### src/logic/usb_tx_pkg.sv
// Shared types and constants for the USB full-speed packet transmitter.
// Modules reach these by scoped names from usb_tx_pkg.

package usb_tx_pkg;

  // PID nibble as sent on the wire, group in the low bits
  typedef struct packed {
    logic [1:0] code;
    logic [1:0] group;
  } pid_fields_t;

  // Raw view builds the PID byte, field view picks the packet type
  typedef union packed {
    logic [3:0]  raw;
    pid_fields_t fields;
  } pid_u;

  localparam logic [1:0] PidGroupData = 2'd3;

  // Line constants
  localparam logic [7:0] SyncByte   = 8'h80;
  localparam logic [7:0] EopMask    = 8'b0000_0111;
  localparam int         StuffLimit = 6;

  // USB CRC16 over the data payload
  localparam logic [15:0] Crc16Poly = 16'h8005;
  localparam logic [15:0] Crc16Init = 16'hFFFF;

  // What the sequencer places into the serializer shift registers
  typedef enum logic [1:0] {LoadData, LoadEop, LoadIdle} load_kind_e;

  localparam int DefaultClksPerBit = 4;

endpackage

### src/logic/usb_bit_timer.sv
// Bit timer for the transmitter.
// Emits a bit strobe every ClksPerBit clocks and a byte strobe after
// each eighth bit that was not a stuffing slot.

module usb_bit_timer #(
  parameter int ClksPerBit = usb_tx_pkg::DefaultClksPerBit
) (
  input  logic clk_i,
  input  logic rst_ni,
  input  logic link_reset_i,
  input  logic restart_i,
  input  logic stuff_hold_i,
  output logic bit_strobe_o,
  output logic byte_strobe_o
);

  localparam int CntW = $clog2(ClksPerBit);

  logic [CntW-1:0] clk_cnt_q;
  logic [2:0]      bit_cnt_q;
  logic            byte_strobe_q;
  logic            bit_counted;

  assign bit_strobe_o  = (clk_cnt_q == CntW'(ClksPerBit - 1));
  assign bit_counted   = bit_strobe_o && !stuff_hold_i && !restart_i;
  assign byte_strobe_o = byte_strobe_q;

  always_ff @(posedge clk_i or negedge rst_ni) begin
    if (!rst_ni) begin
      clk_cnt_q     <= '0;
      bit_cnt_q     <= '0;
      byte_strobe_q <= 1'b0;
    end else if (link_reset_i) begin
      clk_cnt_q     <= '0;
      bit_cnt_q     <= '0;
      byte_strobe_q <= 1'b0;
    end else begin
      if (restart_i || bit_strobe_o) begin
        clk_cnt_q <= '0;
      end else begin
        clk_cnt_q <= clk_cnt_q + CntW'(1);
      end
      // First byte boundary one bit time after a restart
      if (restart_i) begin
        bit_cnt_q <= 3'd0;
      end else if (bit_counted) begin
        bit_cnt_q <= bit_cnt_q + 3'd1;
      end
      byte_strobe_q <= bit_counted && (bit_cnt_q == 3'd0);
    end
  end

endmodule

### src/logic/usb_tx_sequencer.sv
// Packet sequencer of the transmitter.
// On every byte strobe it picks the next byte for the serializer: SYNC,
// PID, payload pulled from the source, the CRC16 halves and the EOP.

module usb_tx_sequencer (
  input  logic                   clk_i,
  input  logic                   rst_ni,
  input  logic                   link_reset_i,
  input  logic                   pkt_start_i,
  input  logic [3:0]             pid_i,
  input  logic                   byte_strobe_i,
  input  logic                   tx_data_avail_i,
  input  logic [7:0]             tx_data_i,
  input  logic [15:0]            crc_i,
  output logic                   tx_data_get_o,
  output logic                   load_o,
  output logic [7:0]             load_byte_o,
  output usb_tx_pkg::load_kind_e load_kind_o,
  output logic                   payload_active_o
);

  // State names the byte that goes out at the next byte strobe
  typedef enum logic [2:0] {Idle, Sync, Pid, Data, CrcHigh, CrcLow, Eop} state_e;

  state_e           state_q, state_d;
  state_e           slot;
  usb_tx_pkg::pid_u pid_q;
  logic             get_q, get_d;
  logic             payload_q, payload_d;

  // CRC goes out MSB first, so each half is mirrored before the LSB-first shift
  function automatic logic [7:0] reverse_byte(input logic [7:0] b);
    logic [7:0] r;
    for (int i = 0; i < 8; i++) begin
      r[i] = b[7-i];
    end
    return r;
  endfunction

  always_ff @(posedge clk_i) begin
    if (state_q == Idle && pkt_start_i) begin
      pid_q.raw <= pid_i;
    end
  end

  // A data slot with nothing available becomes the first CRC slot
  assign slot = (state_q == Data && !tx_data_avail_i) ? CrcHigh : state_q;

  always_comb begin
    state_d     = state_q;
    get_d       = 1'b0;
    payload_d   = payload_q;
    load_o      = 1'b0;
    load_byte_o = 8'h00;
    load_kind_o = usb_tx_pkg::LoadData;

    unique case (slot)
      Idle: begin
        // Clear the shifters so the new packet starts from a quiet line
        if (pkt_start_i) begin
          state_d     = Sync;
          load_o      = 1'b1;
          load_kind_o = usb_tx_pkg::LoadIdle;
        end
      end
      Sync: begin
        if (byte_strobe_i) begin
          state_d     = Pid;
          load_o      = 1'b1;
          load_byte_o = usb_tx_pkg::SyncByte;
        end
      end
      Pid: begin
        if (byte_strobe_i) begin
          load_o      = 1'b1;
          load_byte_o = {~pid_q.raw, pid_q.raw};
          if (pid_q.fields.group == usb_tx_pkg::PidGroupData) begin
            state_d = Data;
          end else begin
            state_d = Eop;
          end
        end
      end
      Data: begin
        if (byte_strobe_i) begin
          load_o      = 1'b1;
          load_byte_o = tx_data_i;
          get_d       = 1'b1;
          payload_d   = 1'b1;
        end
      end
      CrcHigh: begin
        if (byte_strobe_i) begin
          state_d     = CrcLow;
          load_o      = 1'b1;
          load_byte_o = ~reverse_byte(crc_i[15:8]);
          payload_d   = 1'b0;
        end
      end
      CrcLow: begin
        if (byte_strobe_i) begin
          state_d     = Eop;
          load_o      = 1'b1;
          load_byte_o = ~reverse_byte(crc_i[7:0]);
        end
      end
      Eop: begin
        if (byte_strobe_i) begin
          state_d     = Idle;
          load_o      = 1'b1;
          load_kind_o = usb_tx_pkg::LoadEop;
        end
      end
      default: state_d = Idle;
    endcase
  end

  always_ff @(posedge clk_i or negedge rst_ni) begin
    if (!rst_ni) begin
      state_q   <= Idle;
      get_q     <= 1'b0;
      payload_q <= 1'b0;
    end else if (link_reset_i) begin
      state_q   <= Idle;
      get_q     <= 1'b0;
      payload_q <= 1'b0;
    end else begin
      state_q   <= state_d;
      get_q     <= get_d;
      payload_q <= payload_d;
    end
  end

  assign tx_data_get_o    = get_q;
  assign payload_active_o = payload_q;

endmodule

### src/logic/usb_tx_serializer.sv
// Serializer of the transmitter.
// Shifts data, output enable and SE0 out LSB first on each bit strobe and
// inserts a zero after a run of ones, holding the shift for that slot.

module usb_tx_serializer (
  input  logic                   clk_i,
  input  logic                   rst_ni,
  input  logic                   link_reset_i,
  input  logic                   pkt_start_i,
  input  logic                   bit_strobe_i,
  input  logic                   load_i,
  input  logic [7:0]             load_byte_i,
  input  usb_tx_pkg::load_kind_e load_kind_i,
  output logic                   serial_data_o,
  output logic                   serial_oe_o,
  output logic                   serial_se0_o,
  output logic                   stuffed_o,
  output logic                   stuff_hold_o
);

  localparam int HistW = usb_tx_pkg::StuffLimit - 1;

  logic [7:0]       data_q, oe_q, se0_q;
  logic [HistW-1:0] hist_q;
  logic             stuffed_q;
  logic             stuff;

  assign serial_data_o = data_q[0];
  assign serial_oe_o   = oe_q[0];
  assign serial_se0_o  = se0_q[0];

  // Bit on the line now plus the previous ones, newest at the top
  assign stuff        = &{data_q[0], hist_q};
  assign stuff_hold_o = stuff;
  assign stuffed_o    = stuffed_q;

  always_ff @(posedge clk_i or negedge rst_ni) begin
    if (!rst_ni) begin
      data_q    <= '0;
      oe_q      <= '0;
      se0_q     <= '0;
      hist_q    <= '0;
      stuffed_q <= 1'b0;
    end else if (link_reset_i) begin
      data_q    <= '0;
      oe_q      <= '0;
      se0_q     <= '0;
      hist_q    <= '0;
      stuffed_q <= 1'b0;
    end else begin
      ////////////////////////////////
      // Shift registers
      ////////////////////////////////
      if (load_i) begin
        data_q <= load_byte_i;
        unique case (load_kind_i)
          usb_tx_pkg::LoadData: begin
            oe_q  <= 8'hFF;
            se0_q <= 8'h00;
          end
          usb_tx_pkg::LoadEop: begin
            oe_q  <= usb_tx_pkg::EopMask;
            se0_q <= usb_tx_pkg::EopMask;
          end
          default: begin
            oe_q  <= 8'h00;
            se0_q <= 8'h00;
          end
        endcase
      end else if (bit_strobe_i) begin
        if (stuff) begin
          // Sent bit is replaced by the stuffed zero for the next slot
          data_q[0] <= 1'b0;
        end else begin
          data_q <= data_q >> 1;
          oe_q   <= oe_q >> 1;
          se0_q  <= se0_q >> 1;
        end
      end

      ////////////////////////////////
      // Run history
      ////////////////////////////////
      if (pkt_start_i) begin
        hist_q    <= '0;
        stuffed_q <= 1'b0;
      end else if (bit_strobe_i) begin
        hist_q    <= {data_q[0], hist_q[HistW-1:1]};
        // Marks the slot that carries the stuffed zero
        stuffed_q <= stuff;
      end
    end
  end

endmodule

### src/logic/usb_crc16.sv
// CRC16 generator for the data payload.
// Fed one bit per bit strobe as it leaves the serializer, skipping
// stuffed zeros and anything outside the payload.

module usb_crc16 (
  input  logic        clk_i,
  input  logic        rst_ni,
  input  logic        link_reset_i,
  input  logic        pkt_start_i,
  input  logic        bit_strobe_i,
  input  logic        payload_active_i,
  input  logic        serial_data_i,
  input  logic        stuffed_i,
  output logic [15:0] crc_o
);

  logic [15:0] crc_q;
  logic        feedback;

  assign feedback = serial_data_i ^ crc_q[15];
  assign crc_o    = crc_q;

  always_ff @(posedge clk_i or negedge rst_ni) begin
    if (!rst_ni) begin
      crc_q <= usb_tx_pkg::Crc16Init;
    end else if (link_reset_i || pkt_start_i) begin
      crc_q <= usb_tx_pkg::Crc16Init;
    end else if (bit_strobe_i && payload_active_i && !stuffed_i) begin
      crc_q <= {crc_q[14:0], 1'b0} ^ ({16{feedback}} & usb_tx_pkg::Crc16Poly);
    end
  end

endmodule

### src/logic/usb_line_driver.sv
// Line driver of the transmitter.
// NRZI-encodes the serial stream, forms the EOP, applies the D+/D- pin
// flip and drives registered dp, dn and oe.

module usb_line_driver (
  input  logic clk_i,
  input  logic rst_ni,
  input  logic link_reset_i,
  input  logic cfg_pinflip_i,
  input  logic pkt_start_i,
  input  logic bit_strobe_i,
  input  logic serial_data_i,
  input  logic serial_oe_i,
  input  logic serial_se0_i,
  output logic usb_dp_o,
  output logic usb_dn_o,
  output logic usb_oe_o,
  output logic pkt_end_o
);

  typedef enum logic [1:0] {OsIdle, OsWaitByte, OsTransmit} out_state_e;

  out_state_e state_q, state_d;
  logic       d_q, d_d;
  logic       se0_q, se0_d;
  logic       oe_q, oe_d;
  logic [2:0] eop_q, eop_d;
  logic       end_q, end_d;
  logic       dp_q, dp_d;
  logic       dn_q, dn_d;
  logic       tx_en;

  always_comb begin
    state_d = state_q;
    d_d     = d_q;
    se0_d   = se0_q;
    oe_d    = oe_q;
    eop_d   = eop_q;
    end_d   = 1'b0;
    tx_en   = 1'b0;

    unique case (state_q)
      OsIdle: begin
        if (pkt_start_i) begin
          state_d = OsWaitByte;
        end
      end
      OsWaitByte: begin
        // SYNC loaded, its first bit may already be due
        if (serial_oe_i) begin
          tx_en   = 1'b1;
          state_d = OsTransmit;
        end
      end
      OsTransmit: begin
        tx_en = 1'b1;
        if (bit_strobe_i && !serial_oe_i) begin
          state_d = OsIdle;
        end
      end
      default: state_d = OsIdle;
    endcase

    if (pkt_start_i) begin
      d_d   = 1'b1;
      eop_d = 3'b100;
    end else if (bit_strobe_i && tx_en) begin
      oe_d = serial_oe_i;
      if (serial_se0_i) begin
        // Two SE0 bits, then J
        eop_d = eop_q >> 1;
        if (eop_q[0]) begin
          d_d   = 1'b1;
          se0_d = 1'b0;
          end_d = 1'b1;
        end else begin
          se0_d = 1'b1;
        end
      end else if (!serial_data_i) begin
        d_d = ~d_q;
      end
      // Idle line sits at J
      if (!oe_d) begin
        d_d = 1'b1;
      end
    end

    if (link_reset_i) begin
      state_d = OsIdle;
      d_d     = 1'b1;
      se0_d   = 1'b0;
      oe_d    = 1'b0;
      eop_d   = 3'b000;
      end_d   = 1'b0;
    end

    dp_d = (cfg_pinflip_i ? ~d_d :  d_d) & ~se0_d;
    dn_d = (cfg_pinflip_i ?  d_d : ~d_d) & ~se0_d;
  end

  always_ff @(posedge clk_i or negedge rst_ni) begin
    if (!rst_ni) begin
      state_q <= OsIdle;
      d_q     <= 1'b1;
      se0_q   <= 1'b0;
      oe_q    <= 1'b0;
      eop_q   <= 3'b000;
      end_q   <= 1'b0;
      dp_q    <= 1'b1;
      dn_q    <= 1'b0;
    end else begin
      state_q <= state_d;
      d_q     <= d_d;
      se0_q   <= se0_d;
      oe_q    <= oe_d;
      eop_q   <= eop_d;
      end_q   <= end_d;
      dp_q    <= dp_d;
      dn_q    <= dn_d;
    end
  end

  assign usb_dp_o  = dp_q;
  assign usb_dn_o  = dn_q;
  assign usb_oe_o  = oe_q;
  assign pkt_end_o = end_q;

endmodule

### src/logic/usb_fs_tx_top.sv
// Top level of the USB full-speed packet transmitter.
// Connects bit timer, sequencer, serializer, CRC and line driver.

module usb_fs_tx_top #(
  parameter int ClksPerBit = usb_tx_pkg::DefaultClksPerBit
) (
  input  logic       clk_i,
  input  logic       rst_ni,
  input  logic       link_reset_i,
  input  logic       cfg_pinflip_i,
  input  logic       pkt_start_i,
  input  logic [3:0] pid_i,
  input  logic       tx_data_avail_i,
  input  logic [7:0] tx_data_i,
  output logic       tx_data_get_o,
  output logic       pkt_end_o,
  output logic       usb_dp_o,
  output logic       usb_dn_o,
  output logic       usb_oe_o
);

  logic                   bit_strobe, byte_strobe, stuff_hold;
  logic                   load, payload_active;
  logic [7:0]             load_byte;
  usb_tx_pkg::load_kind_e load_kind;
  logic                   serial_data, serial_oe, serial_se0, stuffed;
  logic [15:0]            crc_q;

  usb_bit_timer #(
    .ClksPerBit(ClksPerBit)
  ) u_bit_timer (
    .clk_i, .rst_ni, .link_reset_i,
    .restart_i     (pkt_start_i),
    .stuff_hold_i  (stuff_hold),
    .bit_strobe_o  (bit_strobe),
    .byte_strobe_o (byte_strobe)
  );

  usb_tx_sequencer u_sequencer (
    .clk_i, .rst_ni, .link_reset_i, .pkt_start_i, .pid_i,
    .byte_strobe_i    (byte_strobe),
    .tx_data_avail_i, .tx_data_i,
    .crc_i            (crc_q),
    .tx_data_get_o,
    .load_o           (load),
    .load_byte_o      (load_byte),
    .load_kind_o      (load_kind),
    .payload_active_o (payload_active)
  );

  usb_tx_serializer u_serializer (
    .clk_i, .rst_ni, .link_reset_i, .pkt_start_i,
    .bit_strobe_i  (bit_strobe),
    .load_i        (load),
    .load_byte_i   (load_byte),
    .load_kind_i   (load_kind),
    .serial_data_o (serial_data),
    .serial_oe_o   (serial_oe),
    .serial_se0_o  (serial_se0),
    .stuffed_o     (stuffed),
    .stuff_hold_o  (stuff_hold)
  );

  usb_crc16 u_crc16 (
    .clk_i, .rst_ni, .link_reset_i, .pkt_start_i,
    .bit_strobe_i     (bit_strobe),
    .payload_active_i (payload_active),
    .serial_data_i    (serial_data),
    .stuffed_i        (stuffed),
    .crc_o            (crc_q)
  );

  usb_line_driver u_line_driver (
    .clk_i, .rst_ni, .link_reset_i, .cfg_pinflip_i, .pkt_start_i,
    .bit_strobe_i  (bit_strobe),
    .serial_data_i (serial_data),
    .serial_oe_i   (serial_oe),
    .serial_se0_i  (serial_se0),
    .usb_dp_o, .usb_dn_o, .usb_oe_o, .pkt_end_o
  );

endmodule

### config.mk
export PLATFORM = sky130hd
export DESIGN_NAME = usb_fs_tx_top
export DESIGN_NICKNAME = d
export VERILOG_FILES = /design/src/logic/usb_tx_pkg.sv /design/src/logic/usb_bit_timer.sv /design/src/logic/usb_tx_sequencer.sv /design/src/logic/usb_tx_serializer.sv /design/src/logic/usb_crc16.sv /design/src/logic/usb_line_driver.sv /design/src/logic/usb_fs_tx_top.sv
export SDC_FILE = /design/constraint.sdc
export NUM_CORES = 1
export LEC_CHECK = 0
export ABC_AREA = 1
export BUFFER_PORTS_ARGS = -buffer_cell sky130_fd_sc_hd__buf_2
export CAP_MARGIN = 10
export CORE_MARGIN = 5
export CORE_UTILIZATION = 35
export DETAILED_ROUTE_END_ITERATION = 16
export HOLD_SLACK_MARGIN = 0.15
export PLACE_DENSITY_LB_ADDON = 0.3
export SETUP_SLACK_MARGIN = 0.15
export SYNTH_ARGS = -nofsm -noshare
export SYNTH_HDL_FRONTEND = slang
export SYNTH_SLANG_ARGS = --single-unit
### constraint.sdc
create_clock -name clk_i -period 2.2 [get_ports clk_i]
set_clock_uncertainty 0.1 [all_clocks]
set_input_delay 0.33 -clock clk_i [delete_from_list [all_inputs] [get_ports clk_i]]
set_output_delay 0.33 -clock clk_i [all_outputs]
set_load 0.1 [all_outputs]
==> impl_metrics.py, run 1 <==
metrics = {
    "status": {
        "status": "finished, final reports clean",
    },
    "yosys": {
        "syn_nets": 471,
        "synth-seq-area-share": 0.480,
        "synthDistinctLibCells": 35,
        "syn_area_per_cell_um2": 8.01,
        "synth-seq-cells": 67,
        "yosysWarnings": 0,
        "syn_area_um2": 3580,
        "synth_cells": 447,
    },
    "timing": {
        "grt_setup_unrepaired": "false",
        "hold_viol": 0,
        "slew_headroom": 0.665,
        "worstMarginPinSlew_ns": 0.502,
        "setup_violations": 0,
        "layout_min_cycle_time_ns": 1.88,
        "drv_slew": 0,
        "min_period_over_period": 0.855,
        "fmax_ghz": 0.531,
        "setup_tns_ns": 0,
    },
    "setup_path": {
        "required_ns": 2.32,
        "crit_arrival_ns": 2.00,
        "critPathLaunch": "u_sequencer.state_q[1]",
        "worstSetupPathType": "flop to flop",
        "regToRegSetupSlack_ns": 0.32,
        "startpoint_type": "flop",
        "cp_slowest_cell": "dfrtp_1",
        "timing.critical_path.mode_cell": "nand3_4",
        "crit_fanout": 18,
        "rr_startpoint": "u_sequencer.state_q[1]",
        "crit_path_end_kind": "flop",
        "path_cells": "nand3_1 > nand3_4 > nand3_4 > nor2_8 > o21ai_0",
        "max_stage_delay_ns": 0.66,
    },
    "placed_design": {
        "dp_hpwl_um": 5920,
        "portBuffers": 22,
        "gp_congestion": 0.816,
    },
    "global_route": {
        "grt_pass1_vias": 2936,
        "gr-usage-met1": 0.192,
        "grt_util_met2": 0.221,
        "grt_usage": 0.142,
        "antenna_found_initial": 0,
        "grtUsageMet3": 0.0355,
        "grt_busiest_layer": "met2",
        "overflow": 0,
        "grt_pass1_wl_um": 14200,
        "grt_max_degree": 64,
    },
    "floorplanning": {
        "die-area_um2": 12300,
        "pin_count": 23,
        "rows": 37,
        "initial_utilization": 0.353,
        "die_w_um": 111,
        "die_h_um": 111,
        "core_um2": 10100,
    },
    "final_layout": {
        "synthToLayoutAreaGrowth_pct": 15.2,
        "drive_gt1_frac": 0.171,
        "insertedDiodeCount": 0,
        "final_util": 0.407,
        "nets": 504,
    },
    "cts": {
        "cts_setup_buffers": 0,
        "clkTransAtPathRegs_ns": 0.08,
        "ctsRootBufferMaster": "clkbuf_8",
        "h-tree-depth": 3,
        "clk_latency_ns": 0.35,
        "cts.sinks": 67,
        "clockBufferDepth": 2,
        "cts_made_buffers": 9,
        "cts_tree": "built",
    },
    "drt": {
        "drc_errors": 0,
        "num_vias": 2979,
        "wl_per_cell_um": 13.1,
        "ant_nets": 0,
        "drt_iter0_markers": 158,
        "totalWireLength_um": 8140,
        "viasPerCell": 4.80,
        "dr.pass1.iters": 5,
    },
    "pwr": {
        "finalPower_mw": 3.55,
        "vdd_ir_drop_max_v": 0.000344,
        "p_leak_nw": 2.02,
        "powerDensity_nw_per_um2": 862,
    },
    "worst_hold_path": {
        "hold_start": "link_reset_i",
        "hold_path.class": "input port to flop",
    },
    "job": {
        "cap_violations": 0,
    },
}
[where the power goes]
part	leakage (nW)	total (mW)	switching, mW	internal, mW
combinational	1.08	0.963	0.640	0.322
sequential	0.843	1.52	0.152	1.36
clock	0.104	1.07	0.508	0.567
[final timing paths]
path | cells after the start | end
setup reg to reg | 5 | u_serializer.oe_q[3]
hold / removal | 4 | u_bit_timer.bit_cnt_q[2]
setup / recovery | 5 | u_serializer.oe_q[3]
hold reg to reg | 1 | u_bit_timer.clk_cnt_q[0]
max in group asynchronous | 3 | u_line_driver.d_q
min in group asynchronous | 3 | u_serializer.hist_q[1]
[critical path: cells and delay by family, from the launching register on]
kind | cells | cell delay [ns]
simple gates | 4 | 0.85
flops | 1 | 0.66
compound gates | 1 | 0.14
[cell usage after synthesis]
master	number	area share
a211oi_1	2	0.0042
a21oi_1	13	0.018
a22oi_1	15	0.031
a2bb2oi_1	1	0.0024
buf_1	2	0.0021
buf_2	7	0.0098
buf_4	1	0.0021
buf_6	3	0.0094
clkbuf_1	2	0.0021
clkinv_1	1	0.0010
dfrtp_1	45	0.31
dfstp_2	18	0.13
edfxtp_1	4	0.034
ha_1	6	0.021
inv_1	52	0.055
inv_2	4	0.0042
nand2_1	117	0.12
nand2_2	2	0.0035
nand2_4	2	0.0063
nand3_1	49	0.069
nand3_4	2	0.0098
nand3b_1	4	0.0084
nand4_1	7	0.012
nor2_1	51	0.053
nor2_2	2	0.0035
nor2_4	1	0.0031
nor2_8	2	0.011
nor3_1	3	0.0042
o211ai_1	2	0.0042
o21ai_0	20	0.028
o21ai_1	2	0.0028
o31ai_1	2	0.0042
o31ai_4	1	0.0059
o32ai_1	1	0.0024
xnor2_1	1	0.0024
[per-layer routing]
metal / part of all wire / wire length (um)
met5: 0 / 0
met4: 0.015 / 121
met1: 0.48 / 3900
met3: 0.046 / 375
met2: 0.46 / 3740
[timing repair]
item,in CTS,in global routing
hold buffers,6,0
resized for setup,0,2
setup endpoints to repair,0,5
endpoints found under the hold margin,50,0
[flip-flops by register name (all words and copies together), names as in the netlist, 2 cells and up]
name / count
u_bit_timer.bit_cnt_q: 3
u_line_driver.eop_q: 3
u_sequencer.pid_q: 4
u_line_driver.state_q: 2
u_crc16.crc_o: 16
u_sequencer.state_q: 3
u_serializer.se0_q: 3
u_serializer.hist_q: 5
u_bit_timer.clk_cnt_q: 2
u_serializer.oe_q: 8
u_serializer.data_q: 8
[metrics by stage]
stage                     std cells  instance area [um2]  setup WS, ns  hold slack, ns
after CTS                       621                 4120         0.237           0.251
after global placement          599                 3850         0.277           0.274
final                           621                 4120         0.318           0.265
after floorplan                 447                 3580         0.644         -0.0656
after global routing            621                 4120         0.163           0.282
after detailed placement        599                 3850         0.256           0.273
[layout make-up]
cell class                 instances  area [um2]
clock buffer                      10         138
clock inverter                     6        70.1
fill                            1026        6020
inverter                          57         218
multi-input combinational        308        1560
sequential                        67        1720
tap                              136         170
timing repair buffer              37         250
[cells by family after synthesis]
logic type,count (synthesis),synth area share
simple gates,242,0.307
xor+xnor,1,0.00245
flops,67,0.480
compound gates,59,0.104
buf+inv,72,0.0853
fa+ha+maj,6,0.0210
[layout by cell type (no fill, tap or decap), drive strengths merged]
cell type	n
nand3b	4
edfxtp	4
nand3	51
xnor2	1
a211oi	2
buf	31
a21oi	13
nand4	7
nor3	3
o21ai	22
ha	6
bufinv	1
o211ai	2
clkinvlp	2
nand2	121
inv	60
a2bb2oi	1
a22oi	15
nor2	56
o32ai	1
dfrtp	45
clkbuf	10
dfstp	18
dlygate4sd3	6
o31ai	3
(Power assumes the default switching activity.)
==> run 2: changes to the inputs <==
--- a/config.mk
+++ b/config.mk
@@ -5,7 +5,7 @@
 export SDC_FILE = /design/constraint.sdc
 export NUM_CORES = 1
 export LEC_CHECK = 0
-export ABC_AREA = 1
+export ABC_AREA = 0
 export BUFFER_PORTS_ARGS = -buffer_cell sky130_fd_sc_hd__buf_2
 export CAP_MARGIN = 10
 export CORE_MARGIN = 5
==> run 2 against run 1 <==
Effect of this change:
- cell area is 1.6% lower
- largest power group unchanged
- worst setup slack worse by 0.066 ns
- sequential share of layout area is 0.70 points higher
- highest routed layer unchanged
- synthesized area is 3.5% lower
- clock power is 15% lower
- utilization is 1.2 points higher
- power is 30% lower
- non-clock buffer count is 13 higher
==> impl_metrics.py, run 2 <==
metrics = {
    "status": {
        "status": "finished, final reports clean",
    },
    "yosys": {
        "synth-seq-cells": 67,
        "synth-seq-area-share": 0.498,
        "synthArstFlopShare": 0.940,
        "synth_edf_count": 4,
        "syn_area_um2": 3450,
        "syn_nets": 372,
        "synth_cells": 348,
        "yosys.cell_count.top_type": "nand2_1",
        "syn_area_per_cell_um2": 9.92,
        "yosysWarnings": 0,
        "synth_top_area_frac": 0.326,
        "synthDistinctLibCells": 62,
        "ys_top_cells_by_count": "nand2_1 (47), dfrtp_1 (45), nor2_1 (26), nand3_1 (19), dfstp_2 (18)",
        "yosys-top-cells-area": "dfrtp_1 (33%), dfstp_2 (14%), nand2_1 (5.1%)",
        "synth_ff_type": "dfrtp_1",
        "synth_largest_area_cell": "dfrtp_1",
    },
    "setup_path": {
        "startpoint_type": "flop",
        "crit_arrival_ns": 2.08,
        "required_ns": 2.33,
        "worstSetupPathType": "flop to flop",
        "crit_path_end_kind": "flop",
        "crit_fanout": 12,
    },
    "cts": {
        "cts.sinks": 67,
        "clkTransAtPathRegs_ns": 0.08,
        "clk_latency_ns": 0.35,
        "cts_tree": "built",
        "clockBufferDepth": 2,
        "ctsRootBufferMaster": "clkbuf_8",
        "cts_made_buffers": 9,
        "h-tree-depth": 3,
    },
    "timing": {
        "grt_setup_unrepaired": "true",
        "worstMarginPinSlew_ns": 0.499,
        "min_period_over_period": 0.886,
        "setup_violations": 0,
        "layout_min_cycle_time_ns": 1.95,
        "drv_slew": 0,
        "setup_tns_ns": 0,
        "hold_ws_ns": 0.234,
        "fmax_ghz": 0.513,
        "slew_headroom": 0.668,
        "hold_viol": 0,
    },
    "pwr": {
        "powerDensity_nw_per_um2": 613,
        "p_leak_nw": 1.72,
        "vdd_ir_drop_max_v": 0.000317,
        "finalPower_mw": 2.48,
    },
    "floorplanning": {
        "pin_count": 23,
        "die-area_um2": 12000,
        "core_um2": 9680,
        "initial_utilization": 0.357,
        "die_w_um": 109,
        "die_h_um": 109,
        "rows": 36,
    },
    "drt": {
        "drt_iter0_markers": 89,
        "ant_nets": 0,
        "viasPerCell": 5.16,
        "drc_errors": 0,
        "num_vias": 2697,
        "dr.pass1.iters": 4,
        "wl_per_cell_um": 14.9,
        "totalWireLength_um": 7810,
    },
    "placed_design": {
        "gp_congestion": 0.790,
        "dpl_cell_area_um2": 3760,
        "dp_hpwl_um": 5430,
        "portBuffers": 22,
    },
    "final_layout": {
        "synthToLayoutAreaGrowth_pct": 17.4,
        "insertedDiodeCount": 0,
        "final_util": 0.419,
        "final_common_cell": "nand2_1",
        "nets": 409,
        "drive_gt1_frac": 0.210,
        "largest_reg_flops": 16,
        "mostFrequentLayoutCells": "nand2_1 (47), dfrtp_1 (45), nor2_1 (26), buf_2 (22), nand3_1 (19)",
        "finalInstanceArea_um2": 4050,
    },
    "global_route": {
        "grt_pass1_wl_um": 13000,
        "overflow": 0,
        "grt_pass1_vias": 2601,
        "grt_max_degree": 64,
        "antenna_found_initial": 0,
        "grt_usage": 0.141,
    },
    "worst_hold_path": {
        "hold_path.class": "input port to flop",
    },
    "job": {
        "cap_violations": 0,
    },
}
[run 2: cell count changes after synthesis, sizes merged, moves of 5 or more]
cell     delta
nand2      -74
inv        -42
nand3      -32
nor2       -30
a22oi      -15
mux2i      +14
o2bb2ai    +14
clkbuf     +10
o21ai       -8
nand4       -5
[run 2: final cells by class]
class,instances,area [um2]
fill,966,5630
sequential,67,1720
multi-input combinational,243,1580
timing repair buffer,50,368
tap,133,166
clock buffer,10,128
inverter,14,52.6
clock inverter,6,41.3
[run 2: what timing repair did]
| action | in CTS | in global routing |
|---|---|---|
| setup buffers | 0 | 1 |
| endpoints found under the hold margin | 52 | 1 |
| setup endpoints to repair | 0 | 7 |
| resized for setup | 0 | 3 |
| hold buffers | 8 | 1 |
[run 2: metrics by stage]
stage / cells / worst slack (ns)
floorplan: 348 / 0.320
global placement: 497 / 0.256
detailed placement: 497 / 0.221
CTS: 521 / 0.213
global route: 523 / 0.147
finish: 523 / 0.252
[run 2: kinds of logic after synthesis]
| group | count (synthesis) | synth area share |
|---|---|---|
| xor gates and xnor gates | 4 | 0.0101 |
| AOI/OAI and AO/OA | 81 | 0.175 |
| adders and majority gates | 6 | 0.0217 |
| buffers and inverters | 38 | 0.0482 |
| and+or+nand+nor | 137 | 0.204 |
| muxes | 15 | 0.0438 |
| DFF | 67 | 0.498 |
[run 2: routing by layer]
layer / share of wire / up-vias / GRT usage
met5: 0 / - / 0
met4: 0.0049 / 0 / 0.0365
met3: 0.040 / 4 / 0.0393
met2: 0.47 / 50 / 0.218
met1: 0.48 / 1308 / 0.195
li1: - / 1335 / -
[run 2: where the power goes]
group          total, mW  internal, mW  switching [mW]  leakage, nW
sequential          1.31          1.28          0.0297        0.844
combinational      0.266         0.108           0.158        0.791
clock              0.909         0.410           0.500       0.0866
total               2.48          1.80           0.688         1.72
[run 2: critical path: stages (launching register included)]
cell	delay [ns]
dfrtp_1	0.50
a21boi_1	0.32
o221a_4	0.35
nor3_4	0.07
buf_12	0.16
a221o_1	0.33
[run 2: path summary, 6_finish.rpt]
path	from	to	slack, ns	cells past startpoint
worst max register to register	u_sequencer.state_q[2]	u_serializer.data_q[7]	0.25	5
worst max-delay path	u_sequencer.state_q[2]	u_serializer.data_q[7]	0.25	5
worst min-delay path	pkt_start_i	u_line_driver.eop_q[2]	0.23	3
worst min register to register	u_bit_timer.clk_cnt_q[0]	u_bit_timer.clk_cnt_q[0]	0.34	1
min in group asynchronous	rst_ni	u_line_driver.se0_q	0.41	3
max in group asynchronous	rst_ni	u_crc16.crc_o[9]	1.24	3
==> run 3: changes to the inputs <==
--- a/config.mk
+++ b/config.mk
@@ -12,7 +12,9 @@
 export CORE_UTILIZATION = 35
 export DETAILED_ROUTE_END_ITERATION = 16
 export HOLD_SLACK_MARGIN = 0.15
-export PLACE_DENSITY_LB_ADDON = 0.3
+export MAX_ROUTING_LAYER = met4
+export PLACE_DENSITY_LB_ADDON = 0.2
+export RECOVER_POWER = 100
 export SETUP_SLACK_MARGIN = 0.15
 export SYNTH_ARGS = -nofsm -noshare
 export SYNTH_HDL_FRONTEND = slang
==> run 3 against run 2 <==
Effect of this change:
- sequential share of layout area grew 0.79 points
- worst hold slack lost 0.045 ns
- register-to-register slack lost 0.06 ns
- worst setup slack lost 0.059 ns
- utilization shrank 0.74 points
- maximum frequency shrank 2.9%
- highest routed layer unchanged
==> impl_metrics.py, run 3 (synthesis gave the netlist of run 2 again) <==
metrics = {
    "cts": {
        "clockBufferDepth": 2,
        "cts.sinks": 67,
        "clk_latency_ns": 0.35,
        "h-tree-depth": 3,
        "cts_tree": "built",
        "clkTransAtPathRegs_ns": 0.07,
        "cts_made_buffers": 9,
        "ctsRootBufferMaster": "clkbuf_8",
    },
    "placed_design": {
        "portBuffers": 22,
        "dp_hpwl_um": 5630,
        "dp.cells": 497,
        "gp_congestion": 0.804,
    },
    "timing": {
        "slew_headroom": 0.613,
        "fmax_ghz": 0.498,
        "setup_tns_ns": 0,
        "hold_viol": 0,
        "layout_min_cycle_time_ns": 2.01,
        "grt_setup_unrepaired": "false",
        "min_period_over_period": 0.912,
        "drv_slew": 0,
        "setup_violations": 0,
        "worstMarginPinSlew_ns": 0.577,
    },
    "final_layout": {
        "nets": 407,
        "mostFrequentLayoutCells": "nand2_1 (47), dfrtp_1 (44), nor2_1 (26), nand3_1 (19), dfstp_2 (18)",
        "synthToLayoutAreaGrowth_pct": 15.3,
        "largest_reg_flops": 16,
        "instances_no_fill": 521,
        "final_common_cell": "nand2_1",
        "drive_gt1_frac": 0.188,
        "insertedDiodeCount": 0,
    },
    "floorplanning": {
        "die_w_um": 109,
        "initial_utilization": 0.357,
        "die_h_um": 109,
        "pin_count": 23,
        "rows": 36,
        "die-area_um2": 12000,
        "core_um2": 9680,
    },
    "setup_path": {
        "max_stage_delay_ns": 0.58,
        "crit_fanout": 13,
        "crit_arrival_ns": 2.20,
        "worstSetupPathType": "flop to flop",
        "crit_path_end_kind": "flop",
        "required_ns": 2.39,
        "path_cells": "or4_1 > o221a_4 > nor3_4 > a221o_1",
        "startpoint_type": "flop",
        "cp_slowest_cell": "or4_1",
    },
    "drt": {
        "num_vias": 2712,
        "ant_nets": 0,
        "viasPerCell": 5.21,
        "totalWireLength_um": 8070,
        "drc_errors": 0,
        "wl_per_cell_um": 15.5,
        "drt_iter0_markers": 136,
        "dr.pass1.iters": 5,
    },
    "global_route": {
        "antenna_found_initial": 0,
        "grt_usage": 0.152,
        "grt_pass1_vias": 2678,
        "grt_max_degree": 24,
        "overflow": 0,
        "grt_pass1_wl_um": 13600,
    },
    "job": {
        "cap_violations": 0,
    },
    "status": {
        "status": "finished, final reports clean",
    },
    "pwr": {
        "powerDensity_nw_per_um2": 626,
        "vdd_ir_drop_max_v": 0.000325,
        "p_leak_nw": 1.68,
    },
    "worst_hold_path": {
        "hold_path.class": "input port to flop",
    },
}
## run 3: cell types whose count changed in the layout (fill, tap and decap cells not counted), moves of 2 or more
cell / previous run / this run
buf_12: 2 / 0
buf_2: 22 / 16
buf_4: 17 / 11
clkbuf_1: 1 / 7
clkbuf_2: 0 / 8
clkbuf_8: 9 / 11
clkinv_4: 2 / 0
## run 3: path summary, 6_finish.rpt
kind	start	end	slack [ns]	cells past startpoint
worst max-delay path	u_sequencer.state_q[1]	u_serializer.data_q[7]	0.19	4
worst min-delay path	tx_data_i[6]	u_serializer.data_q[6]	0.19	3
worst max register to register	u_sequencer.state_q[1]	u_serializer.data_q[7]	0.19	4
worst min register to register	u_bit_timer.clk_cnt_q[0]	u_bit_timer.clk_cnt_q[0]	0.34	1
max in group asynchronous	rst_ni	u_crc16.crc_o[3]	0.67	3
min in group asynchronous	rst_ni	u_line_driver.state_q[1]	0.38	2
## run 3: cell type report
type / instances / area [um2]
inverter: 14 / 52.6
timing repair buffer: 48 / 302
sequential: 67 / 1720
fill: 1004 / 5700
multi-input combinational: 243 / 1570
clock buffer: 13 / 159
tap: 133 / 166
clock inverter: 3 / 15.0
## run 3: worst max-delay path, delay by kind of cell (launching register included)
family	cells	cell delay, ns
AND/OR/NAND/NOR	2	0.92
AO/OA/AOI/OAI	2	0.42
flip-flops	1	0.51
## run 3: where the power goes
| part | internal, mW | switching, mW |
|---|---|---|
| Combinational | 0.0931 | 0.156 |
| Sequential | 1.28 | 0.0288 |
| Clock | 0.466 | 0.469 |
| Total | 1.84 | 0.655 |
## run 3: stage by stage
| stage | utilization | hold slack [ns] | worst slack [ns] | cell area, um2 | power [mW] |
|---|---|---|---|---|---|
| after floorplan | - | -0.0656 | 0.320 | 3450 | 1.49 |
| after global placement | 0.390 | 0.264 | 0.243 | 3780 | 1.58 |
| after detailed placement | 0.390 | 0.270 | 0.228 | 3780 | 1.58 |
| after CTS | 0.416 | 0.172 | 0.212 | 4030 | 2.55 |
| after global routing | 0.411 | 0.193 | 0.0833 | 3980 | 2.61 |
| final | 0.411 | 0.190 | 0.193 | 3980 | 2.49 |
## run 3: layer usage
| metal | share of wire | track usage | up-vias |
|---|---|---|---|
| met4 | 0.018 | 0.0508 | 0 |
| met2 | 0.46 | 0.233 | 51 |
| li1 | - | - | 1331 |
| met3 | 0.036 | 0.0376 | 12 |
| met1 | 0.48 | 0.197 | 1318 |
| met5 | 0 | - | - |
## run 3: timing repair
action | CTS | global route
gates resized for setup | 0 | 4
hold buffers | 8 | 0
endpoints found under the hold margin | 30 | 0
setup endpoints to repair | 0 | 10
buffers inserted | 0 | 0
